==> src/hdl/pipe_settings.svh <==
`ifndef PIPE_SETTINGS_SVH
`define PIPE_SETTINGS_SVH

// instruction word and program counter width
`define ISA_WIDTH 32

// register file index width, 32 registers
`define REG_ADDR_WIDTH 5

// stage controls driven by the hazard unit: if, id, ex, mem, wb
`define STAGE_CNT 5

// last valid word address of the 64-word instruction memory
`define PC_MAX_VALUE 32'd252

// per-stage hazard control encoding width
`define CTRL_WIDTH 2

`endif

==> src/hdl/pipe_pkg.sv <==
`include "pipe_settings.svh"

package pipe_pkg;

    typedef enum logic [`CTRL_WIDTH-1:0] {
        NORMAL = 2'd0,                          // register loads its input
        HOLD   = 2'd1,                          // register keeps its value
        NO_OP  = 2'd2                           // register loads a bubble
    } hazard_ctrl_e;

    typedef enum logic [2:0] {
        NONE   = 3'd0,
        DATA   = 3'd1,                          // load-use or branch operand not ready
        UART   = 3'd2,                          // pc ran past instruction memory
        PAUSE  = 3'd3,                          // user pause, uart rewrite allowed
        KEYPAD = 3'd4                           // waiting for keypad entry
    } issue_e;

    typedef enum logic [2:0] {
        IDLE      = 3'd0,
        EXECUTE   = 3'd1,
        HAZARD    = 3'd2,
        INTERRUPT = 3'd3,
        RESTART   = 3'd4                        // one cycle of pc_reset after uart rewrite
    } cpu_state_e;

    typedef enum logic [5:0] {
        R_TYPE = 6'h00,
        BEQ    = 6'h04,
        BNE    = 6'h05,
        ADDI   = 6'h08,
        LW     = 6'h23,
        SW     = 6'h2b,
        NOP_OP = 6'h3f
    } opcode_e;

    typedef struct packed {
        opcode_e                    opcode;
        logic [`REG_ADDR_WIDTH-1:0] rs;
        logic [`REG_ADDR_WIDTH-1:0] rt;
        logic [`REG_ADDR_WIDTH-1:0] rd;
        logic [4:0]                 shamt;
        logic [5:0]                 funct;
    } r_fmt_t;

    typedef struct packed {
        opcode_e                    opcode;
        logic [`REG_ADDR_WIDTH-1:0] rs;
        logic [`REG_ADDR_WIDTH-1:0] rt;
        logic [15:0]                imm;
    } i_fmt_t;

    // one fetched word, two field layouts sharing the opcode
    typedef union packed {
        r_fmt_t r;
        i_fmt_t i;
    } instr_u;

endpackage

==> src/hdl/instr_decode.sv <==
`timescale 1ns/100ps
`include "pipe_settings.svh"

module instr_decode (
    input  pipe_pkg::instr_u            instr,        // word currently in the id stage
    output logic [`REG_ADDR_WIDTH-1:0]  reg_1_idx,    // first source index
    output logic [`REG_ADDR_WIDTH-1:0]  reg_2_idx,    // second source index
    output logic [`REG_ADDR_WIDTH-1:0]  dest_idx,     // destination index
    output logic                        reg_1_valid,  // first source is really read
    output logic                        reg_2_valid,  // second source is really read
    output logic                        reg_write,    // writes a nonzero register
    output logic                        mem_read,     // load with a late result
    output logic                        branch        // compares operands in id
);
    import pipe_pkg::*;

    always_comb begin
        reg_1_idx   = instr.i.rs;                     // rs sits at the same bits in both views
        reg_2_idx   = instr.i.rt;
        dest_idx    = '0;
        reg_1_valid = 1'b0;
        reg_2_valid = 1'b0;
        reg_write   = 1'b0;
        mem_read    = 1'b0;
        branch      = 1'b0;
        case (instr.r.opcode)
            R_TYPE: begin
                reg_1_valid = 1'b1;
                reg_2_valid = 1'b1;
                dest_idx    = instr.r.rd;
                reg_write   = instr.r.rd != '0;       // $zero is never a producer
            end
            LW: begin
                reg_1_valid = 1'b1;                   // base address only
                dest_idx    = instr.i.rt;
                reg_write   = instr.i.rt != '0;
                mem_read    = 1'b1;
            end
            ADDI: begin
                reg_1_valid = 1'b1;
                dest_idx    = instr.i.rt;
                reg_write   = instr.i.rt != '0;
            end
            SW: begin
                reg_1_valid = 1'b1;                   // base plus store data
                reg_2_valid = 1'b1;
            end
            BEQ, BNE: begin
                reg_1_valid = 1'b1;
                reg_2_valid = 1'b1;
                branch      = 1'b1;
            end
            default: ;                                // NOP_OP and unknown opcodes read nothing
        endcase
    end

endmodule

==> src/hdl/stage_reg.sv <==
`timescale 1ns/100ps

module stage_reg #(
    parameter int WIDTH = 8                       // payload bits carried between stages
) (
    input  logic                   clk,
    input  logic                   rst_n,
    input  pipe_pkg::hazard_ctrl_e ctrl,          // normal, hold or bubble
    input  logic [WIDTH-1:0]       d,             // payload from the earlier stage
    input  logic                   d_no_op,       // earlier stage already holds a bubble
    output logic [WIDTH-1:0]       q,
    output logic                   q_no_op        // this stage is a bubble
);
    import pipe_pkg::*;

    always_ff @(posedge clk) begin
        if (!rst_n) begin
            q       <= '0;                        // pipeline comes up empty
            q_no_op <= 1'b1;
        end else begin
            case (ctrl)
                NORMAL: begin
                    q       <= d;
                    q_no_op <= d_no_op;
                end
                NO_OP: begin
                    q       <= '0;                // bubble clears all write flags
                    q_no_op <= 1'b1;
                end
                default: ;                        // HOLD keeps the current contents
            endcase
        end
    end

endmodule

==> src/hdl/pc_unit.sv <==
`timescale 1ns/100ps
`include "pipe_settings.svh"

module pc_unit (
    input  logic                   clk,
    input  logic                   rst_n,
    input  pipe_pkg::hazard_ctrl_e if_ctrl,    // fetch stage control from hazard unit
    input  logic                   pc_reset,   // restart at word 0 after a rewrite
    output logic [`ISA_WIDTH-1:0]  pc,         // address of the word now fetched
    output logic [`ISA_WIDTH-1:0]  pc_next     // sequential successor
);
    import pipe_pkg::*;

    assign pc_next = pc + `ISA_WIDTH'd4;       // one word ahead, no branch target here

    always_ff @(posedge clk) begin
        if (!rst_n) begin
            pc <= '0;
        end else if (pc_reset) begin
            pc <= '0;                          // wins over any stage control
        end else if (if_ctrl == NORMAL) begin
            pc <= pc_next;
        end
        // hold and bubble both freeze the pc so the word is fetched again
    end

endmodule

==> src/hdl/hazard_unit.sv <==
`timescale 1ns/100ps
`include "pipe_settings.svh"

module hazard_unit (
    input  logic                        clk,
    input  logic                        rst_n,
    input  logic                        uart_complete,        // rewrite finished
    input  logic                        reg_1_valid,          // id reads first source
    input  logic                        reg_2_valid,          // id reads second source
    input  logic                        branch_instruction,   // id holds a beq or bne
    input  logic                        ex_mem_read_enable,   // ex holds a load
    input  logic                        ex_reg_write_enable,
    input  logic                        ex_no_op,             // ex is a bubble
    input  logic                        mem_reg_write_enable,
    input  logic                        mem_no_op,            // mem is a bubble
    input  logic [`REG_ADDR_WIDTH-1:0]  id_reg_1_idx,
    input  logic [`REG_ADDR_WIDTH-1:0]  id_reg_2_idx,
    input  logic [`REG_ADDR_WIDTH-1:0]  ex_reg_dest_idx,
    input  logic [`REG_ADDR_WIDTH-1:0]  mem_reg_dest_idx,
    input  logic [`ISA_WIDTH-1:0]       pc_next,              // sequential fetch address
    input  logic                        input_enable,         // data side wants keypad data
    input  logic                        input_complete,       // user pressed enter
    input  logic                        cpu_pause,            // user pause level
    output logic                        uart_disable,         // low lets the uart rewrite memory
    output logic                        pc_reset,             // restart fetch at 0
    output pipe_pkg::hazard_ctrl_e      if_hazard_control,
    output pipe_pkg::hazard_ctrl_e      id_hazard_control,
    output pipe_pkg::hazard_ctrl_e      ex_hazard_control,
    output pipe_pkg::hazard_ctrl_e      mem_hazard_control,
    output pipe_pkg::hazard_ctrl_e      wb_hazard_control,
    output pipe_pkg::issue_e            issue_type            // shown on the display
);
    import pipe_pkg::*;

    localparam int IF_S  = 0;                                  // stage slots in ctrl_q
    localparam int ID_S  = 1;
    localparam int EX_S  = 2;
    localparam int MEM_S = 3;
    localparam int WB_S  = 4;

    hazard_ctrl_e ctrl_q [`STAGE_CNT];                         // registered stage controls
    cpu_state_e   state;
    logic         ex_conflict;
    logic         mem_conflict;
    logic         data_hazard;
    logic         pc_overflow;

    // a live producer in ex or mem writes a register that id reads
    assign ex_conflict  = ex_reg_write_enable & ~ex_no_op &
                          ((reg_1_valid & (id_reg_1_idx == ex_reg_dest_idx)) |
                           (reg_2_valid & (id_reg_2_idx == ex_reg_dest_idx)));
    assign mem_conflict = mem_reg_write_enable & ~mem_no_op &
                          ((reg_1_valid & (id_reg_1_idx == mem_reg_dest_idx)) |
                           (reg_2_valid & (id_reg_2_idx == mem_reg_dest_idx)));

    assign data_hazard = (branch_instruction & (ex_conflict | mem_conflict)) |  // branch resolves in id
                         (ex_mem_read_enable & ex_conflict);                    // load-use
    assign pc_overflow = pc_next > `PC_MAX_VALUE;                               // next word not in imem

    assign if_hazard_control  = ctrl_q[IF_S];
    assign id_hazard_control  = ctrl_q[ID_S];
    assign ex_hazard_control  = ctrl_q[EX_S];
    assign mem_hazard_control = ctrl_q[MEM_S];
    assign wb_hazard_control  = ctrl_q[WB_S];

    always_ff @(posedge clk) begin
        if (!rst_n) begin
            state        <= IDLE;
            issue_type   <= NONE;
            uart_disable <= 1'b1;
            pc_reset     <= 1'b0;
            for (int i = 0; i < `STAGE_CNT; i++) begin
                ctrl_q[i] <= NORMAL;
            end
        end else begin
            case (state)
                EXECUTE: begin
                    if (data_hazard) begin                     // stall id, drain ex
                        issue_type   <= DATA;
                        state        <= HAZARD;
                        ctrl_q[IF_S] <= HOLD;
                        ctrl_q[ID_S] <= HOLD;
                        ctrl_q[EX_S] <= NO_OP;
                    end else if (cpu_pause) begin              // user may rewrite while paused
                        issue_type   <= PAUSE;
                        state        <= HAZARD;
                        uart_disable <= 1'b0;
                        ctrl_q[IF_S] <= NO_OP;
                    end else if (pc_overflow) begin            // resumes by itself after rewrite
                        issue_type   <= UART;
                        state        <= HAZARD;
                        uart_disable <= 1'b0;
                        ctrl_q[IF_S] <= NO_OP;
                    end else if (input_enable) begin           // freeze the whole pipe
                        issue_type <= KEYPAD;
                        state      <= INTERRUPT;
                        for (int i = 0; i < `STAGE_CNT; i++) begin
                            ctrl_q[i] <= NO_OP;
                        end
                    end
                end
                HAZARD: begin
                    case (issue_type)
                        DATA: begin
                            if (!data_hazard) begin            // producer moved far enough on
                                issue_type   <= NONE;
                                state        <= EXECUTE;
                                ctrl_q[IF_S] <= NORMAL;
                                ctrl_q[ID_S] <= NORMAL;
                                ctrl_q[EX_S] <= NORMAL;
                            end
                        end
                        UART: begin
                            if (cpu_pause) begin
                                issue_type <= PAUSE;           // user now owns the resume
                            end else if (uart_complete) begin
                                issue_type   <= NONE;
                                state        <= RESTART;
                                uart_disable <= 1'b1;
                                pc_reset     <= 1'b1;
                                ctrl_q[IF_S] <= HOLD;          // pc goes to 0 this cycle
                            end
                        end
                        PAUSE: begin
                            if (!cpu_pause && uart_complete) begin
                                issue_type   <= NONE;
                                state        <= EXECUTE;
                                uart_disable <= 1'b1;
                                ctrl_q[IF_S] <= NORMAL;        // carry on from the held pc
                            end
                        end
                        default: state <= EXECUTE;             // no issue to wait for
                    endcase
                end
                INTERRUPT: begin
                    if (input_complete) begin
                        issue_type <= NONE;
                        state      <= EXECUTE;
                        for (int i = 0; i < `STAGE_CNT; i++) begin
                            ctrl_q[i] <= NORMAL;
                        end
                    end
                end
                RESTART: begin
                    pc_reset     <= 1'b0;                      // single pulse
                    ctrl_q[IF_S] <= NORMAL;
                    state        <= EXECUTE;
                end
                default: state <= EXECUTE;                     // IDLE lasts one cycle
            endcase
        end
    end

endmodule

==> src/hdl/pipe_ctrl_top.sv <==
`timescale 1ns/100ps
`include "pipe_settings.svh"

module pipe_ctrl_top (
    input  logic                       clk,
    input  logic                       rst_n,
    input  pipe_pkg::instr_u           instr,           // word fetched at pc
    input  logic                       uart_complete,
    input  logic                       cpu_pause,
    input  logic                       input_enable,
    input  logic                       input_complete,
    output logic [`ISA_WIDTH-1:0]      pc,
    output logic                       uart_disable,
    output pipe_pkg::issue_e           issue_type,
    output pipe_pkg::hazard_ctrl_e     if_hazard_control,
    output pipe_pkg::hazard_ctrl_e     id_hazard_control,
    output pipe_pkg::hazard_ctrl_e     ex_hazard_control,
    output pipe_pkg::hazard_ctrl_e     mem_hazard_control,
    output pipe_pkg::hazard_ctrl_e     wb_hazard_control,
    output logic [`REG_ADDR_WIDTH-1:0] wb_dest_idx,     // register written back
    output logic                       wb_reg_write
);
    import pipe_pkg::*;

    localparam int SW = `REG_ADDR_WIDTH + 2;             // {dest, reg_write, mem_read}

    logic [`REG_ADDR_WIDTH-1:0] reg_1_idx, reg_2_idx, dest_idx;
    logic                       reg_1_valid, reg_2_valid;
    logic                       reg_write, mem_read, branch;
    logic [`ISA_WIDTH-1:0]      pc_next;
    logic                       pc_reset;
    logic                       id_no_op;
    logic [SW-1:0]              ex_q, mem_q, wb_q;
    logic                       ex_no_op, mem_no_op, wb_no_op;

    assign id_no_op     = if_hazard_control == NO_OP;    // fetch is feeding bubbles
    assign wb_dest_idx  = wb_q[SW-1:2];
    assign wb_reg_write = wb_q[1] & ~wb_no_op;

    instr_decode decode_i (
        .instr(instr), .reg_1_idx(reg_1_idx), .reg_2_idx(reg_2_idx), .dest_idx(dest_idx),
        .reg_1_valid(reg_1_valid), .reg_2_valid(reg_2_valid), .reg_write(reg_write),
        .mem_read(mem_read), .branch(branch)
    );

    // each register obeys the control of the stage it feeds
    stage_reg #(.WIDTH(SW)) id_ex_i (
        .clk(clk), .rst_n(rst_n), .ctrl(ex_hazard_control),
        .d({dest_idx, reg_write, mem_read}), .d_no_op(id_no_op), .q(ex_q), .q_no_op(ex_no_op)
    );

    stage_reg #(.WIDTH(SW)) ex_mem_i (
        .clk(clk), .rst_n(rst_n), .ctrl(mem_hazard_control),
        .d(ex_q), .d_no_op(ex_no_op), .q(mem_q), .q_no_op(mem_no_op)
    );

    stage_reg #(.WIDTH(SW)) mem_wb_i (
        .clk(clk), .rst_n(rst_n), .ctrl(wb_hazard_control),
        .d(mem_q), .d_no_op(mem_no_op), .q(wb_q), .q_no_op(wb_no_op)
    );

    pc_unit pc_i (
        .clk(clk), .rst_n(rst_n), .if_ctrl(if_hazard_control), .pc_reset(pc_reset),
        .pc(pc), .pc_next(pc_next)
    );

    hazard_unit hazard_i (
        .clk(clk), .rst_n(rst_n), .uart_complete(uart_complete),
        .reg_1_valid(reg_1_valid), .reg_2_valid(reg_2_valid), .branch_instruction(branch),
        .ex_mem_read_enable(ex_q[0]), .ex_reg_write_enable(ex_q[1]), .ex_no_op(ex_no_op),
        .mem_reg_write_enable(mem_q[1]), .mem_no_op(mem_no_op),
        .id_reg_1_idx(reg_1_idx), .id_reg_2_idx(reg_2_idx),
        .ex_reg_dest_idx(ex_q[SW-1:2]), .mem_reg_dest_idx(mem_q[SW-1:2]),
        .pc_next(pc_next), .input_enable(input_enable), .input_complete(input_complete),
        .cpu_pause(cpu_pause), .uart_disable(uart_disable), .pc_reset(pc_reset),
        .if_hazard_control(if_hazard_control), .id_hazard_control(id_hazard_control),
        .ex_hazard_control(ex_hazard_control), .mem_hazard_control(mem_hazard_control),
        .wb_hazard_control(wb_hazard_control), .issue_type(issue_type)
    );

endmodule

==> config.mk <==
export PLATFORM = sky130hd
export DESIGN_NAME = pipe_ctrl_top
export DESIGN_NICKNAME = d
export VERILOG_FILES = /design/src/hdl/pipe_pkg.sv /design/src/hdl/instr_decode.sv /design/src/hdl/stage_reg.sv /design/src/hdl/pc_unit.sv /design/src/hdl/hazard_unit.sv /design/src/hdl/pipe_ctrl_top.sv
export VERILOG_INCLUDE_DIRS = /design/src /design/src/hdl
export SDC_FILE = /design/constraint.sdc
export NUM_CORES = 1
export LEC_CHECK = 0
export BUFFER_PORTS_ARGS = -buffer_cell sky130_fd_sc_hd__buf_4
export CAP_MARGIN = 20
export CELL_PAD_IN_SITES_DETAIL_PLACEMENT = 0
export CELL_PAD_IN_SITES_GLOBAL_PLACEMENT = 1
export CORE_MARGIN = 3
export CORE_UTILIZATION = 28
export CTS_CLUSTER_DIAMETER = 50
export DETAILED_ROUTE_END_ITERATION = 16
export HOLD_SLACK_MARGIN = 0.06
export PLACE_DENSITY_LB_ADDON = 0.3
export SYNTH_ARGS = -nofsm -noshare
export SYNTH_HDL_FRONTEND = slang
export SYNTH_HIERARCHICAL = 1
export SYNTH_SLANG_ARGS = --single-unit
==> constraint.sdc <==
create_clock -name clk -period 7.91 [get_ports clk]
set_input_delay 0.3955 -clock clk [delete_from_list [all_inputs] [get_ports clk]]
set_output_delay 0.3955 -clock clk [all_outputs]
set_load 0.02 [all_outputs]
==> results by stage <==
Run status:
- The flow ran to the end, and the final reports show no timing, DRC or antenna violations.

Floorplanning:
- From bottom edge to top edge, the die measures 130 um.
- The region available for standard cell placement spans 0.0148 mm^2.
- The top-level I/O count is 90.
- The area of the die is 0.0168 mm^2.
- For this configuration, the core starts out at a cell density of 29.0%.
- The horizontal die dimension is 130 um.
- The floorplan has 44 rows.

Flow run:
- The max capacitance violation total is 0.

Hold path:
- Counting instances, the worst hold path has a depth of 4.
- The worst hold path terminates at id_ex_i/q[4].
- The worst hold path begins at instr[13].
- The class of the tightest hold or removal check is primary input to flop.

Drt:
- The routed layout has 3903 vias.
- Dividing the detail-routed via count by the number of cells gives 5.16.
- The first detailed-routing pass ran for 4 iterations.
- The number of DRC markers in iteration 0 is 220.
- The count of nets left with antenna violations once routing finished came out at 0.
- The total routed wirelength is 11500 um.
- The residual DRC count is 0.
- The average detailed-routed wire length per instance is 15.2 um.

GRT:
- The first global-routing pass estimated 18700 um of wire.
- The number of antenna violations at the first check in global routing came to 0.
- The leftover overflow at the end of global routing is 0.
- Entering global routing, the biggest net connects 51 pins.
- For this run, the total global-route usage over all layers was measured as 13.9%.
- The via count of the first global-routing pass is 3703.

STA:
- Setup repair after global routing left no endpoint under its margin.
- Setup violations remaining at the end of the flow were counted as 0.
- Static timing analysis puts the maximum clock frequency at 0.229 GHz.
- The final critical path time including I/O delays and setup is 4.36 ns.
- Headroom to the max-slew limit came out at 34.2%.
- The transition time at the pin with the least slew margin is 0.985 ns.
- In the finished design, the share of the clock period the worst path needs comes to 55.2%.
- Between clock sinks in the finished design, the worst skew comes to 0.00849 ns.
- The number of max-slew violations in the final report came to 0.
- The final-layout setup total negative slack is 0 ns.
- The final hold violation count came to 0.

Layout:
- Summing all non-filler instances in the final layout gives an area of 0.00511 mm^2.
- 0 antenna diodes ended up in the layout.
- The proportion of layout cells with a drive suffix above 1 is 22.6%.
- Leaving out fill and tap cells, the most frequent cells in the layout are buf_4, dfxtp_1, nand3_1.
- For this run, the post-layout net count is 606.
- The number of fillers in the final layout is 1563.
- Relative to the synthesized area, the layout overhead comes to 19.5%.
- At the end of the flow the core is filled with cells to 34.6%.
- The library cell used most frequently in the layout, excluding fill and tap cells, is buf_4.

Worst setup path:
- The kind of capture point of the worst setup path is a flop.
- The minimum setup slack among reg-to-reg paths is 3.55 ns.
- In this design, the stage delay of the slowest critical-path cell is 0.83 ns.
- The number of logic stages on the critical path including buffering is 11.
- The kind of start point of the critical path is a flop.
- On the critical path, the stage with the largest delay is an instance of nand4_1.
- On the critical path the largest part of the delay comes from simple AND/OR/NAND/NOR gates.
- The top fanout value on the critical path is 24.
- The critical path goes through and4_1 -> nand4_1 -> nor4_1 -> xor2_1 -> nor4_2 -> nand4_1 -> nor4_1 -> or4b_1 -> o211a_2 -> a21oi_1 -> a311oi_1.
- STA puts the critical path data required time at 8.11 ns.
- The reg-to-reg critical path endpoint is hazard_i/issue_type[1].
- By startpoint and endpoint, the worst setup path is classified as flop to flop.
- Data arrives at the worst endpoint at 4.56 ns.
- The number of buffers and inverters on the critical path is 0.
- The source of the worst register-to-register timing path is pc_i/pc[4].
- For the worst flop-to-flop path, the logic depth is 11.

CTS:
- Hold repair after CTS inserted 0 buffers.
- The clock transition at the registers of the reported paths is 0.06 ns.
- The number of levels the H-tree was split into is 3.
- Clock tree synthesis inserted a total of 9 buffers.
- Counting every sink on the clock net gives 66.
- For the worst-skew pair, the clock arrives at the later sink with an insertion delay of 0.34 ns.
- The clock root buffer is clkbuf_16.
- The CTS tree is yes.
- The maximum count of clock buffers along a single path is 2.
- After clock tree synthesis, the setup repair step added 0 buffers.
- The number of gates resized after CTS was 0.

Yosys:
- The yosys synthesis warning count is 6.
- The mapped cell area is 0.00428 mm^2.
- Synthesis handed over a netlist of 521 instances.
- The mean instance size in the synthesized netlist is 8.21 um^2.

Placed design:
- The post-placement cell area is 0.00480 mm^2.
- The number of port buffers is 73.
- The wire-length estimate of the detail-placed layout is 8340 um.
- The placer's final routability congestion estimate is 0.798.

Pwr:
- The sequential power share is 40.9%.
- Of the total power, combinational logic draws 15.1%.
- The switching part of the total power is 28.4%.
- The maximum VDD drop is 0.000126 V.
- The power per cell area is 178 mW/mm^2.
- Per report_power, the clock group accounts for 44.0% of the total.
- For this design the static power due to leakage is 0.00191 uW.
- The analysis attributes to net switching a power of 258 uW.
- The design internal power is 651 uW.
[layer usage]
metal,up-vias,global-route usage (%),part of all wire (%)
li1,1960,-,-
met1,1860,18.1,48
met2,71,22.2,47
met3,12,3.92,4.4
met4,0,4.83,1.3
met5,-,0,0
[area by class of cell]
| class | instances | area [um^2] | share of cell area (%) |
|---|---|---|---|
| clock buffers | 10 | 229 | 4.48 |
| clock inverters | 6 | 67.6 | 1.32 |
| inverters | 10 | 37.5 | 0.735 |
| multi-input cells | 404 | 2610 | 51.1 |
| flip-flops and latches | 66 | 1360 | 26.6 |
| well taps | 184 | 230 | 4.51 |
| repair buffers | 76 | 571 | 11.2 |
[worst reg2reg max path: stages (launching register included)]
cell and delay, ns:
dfxtp_1 0.46, and4_1 0.41, nand4_1 0.83, nor4_1 0.62, xor2_1 0.14, nor4_2 0.29
nand4_1 0.19, nor4_1 0.41, or4b_1 0.52, o211a_2 0.17, a21oi_1 0.13, a311oi_1 0.06
[power groups by stage]
stage / sequential [uW] / clock (uW) / combinational [uW]
2_1_floorplan: 383 / 0 / 85.2
3_3_place_gp: 379 / 0 / 135
3_5_place_dp: 379 / 0 / 136
4_1_cts: 372 / 413 / 137
5_1_grt: 375 / 427 / 152
6_report: 372 / 400 / 137
[metrics by stage]
| stage | cells | power [uW] | hold slack (ns) | setup slack, ns |
|---|---|---|---|---|
| 2_1_floorplan | 526 | 468 | 0.448 | 4.61 |
| 3_3_place_gp | 739 | 514 | 0.476 | 3.62 |
| 3_5_place_dp | 739 | 515 | 0.486 | 3.55 |
| 4_1_cts | 755 | 922 | 0.440 | 3.54 |
| 5_1_grt | 756 | 954 | 0.468 | 3.04 |
| 6_report | 756 | 909 | 0.454 | 3.55 |
[worst max path at each step]
stage	start	slack, ns	to
4_1_cts	pc_i/pc[4]	3.54	hazard_i/ctrl_q[1][0]
5_1_grt	pc_i/pc[4]	3.04	hazard_i/issue_type[1]
3_3_place_gp	pc_i/pc[4]	3.62	hazard_i/ctrl_q[1][0]
3_5_place_dp	pc_i/pc[4]	3.55	hazard_i/ctrl_q[1][0]
6_report	pc_i/pc[4]	3.55	hazard_i/issue_type[1]
2_1_floorplan	pc_i/pc[4]	4.61	hazard_i/state[0]
[state kept, by name (all words and copies together), names as in the netlist]
name,count
pc_i/pc,30
id_ex_i/q,7
ex_mem_i/q,6
hazard_i/ctrl_q,6
mem_wb_i/q,6
hazard_i/issue_type,3
hazard_i/state,3
ex_mem_i/q_no_op,1
hazard_i/pc_reset,1
hazard_i/uart_disable,1
id_ex_i/q_no_op,1
mem_wb_i/q_no_op,1
Power figures use the tool's default switching activity.
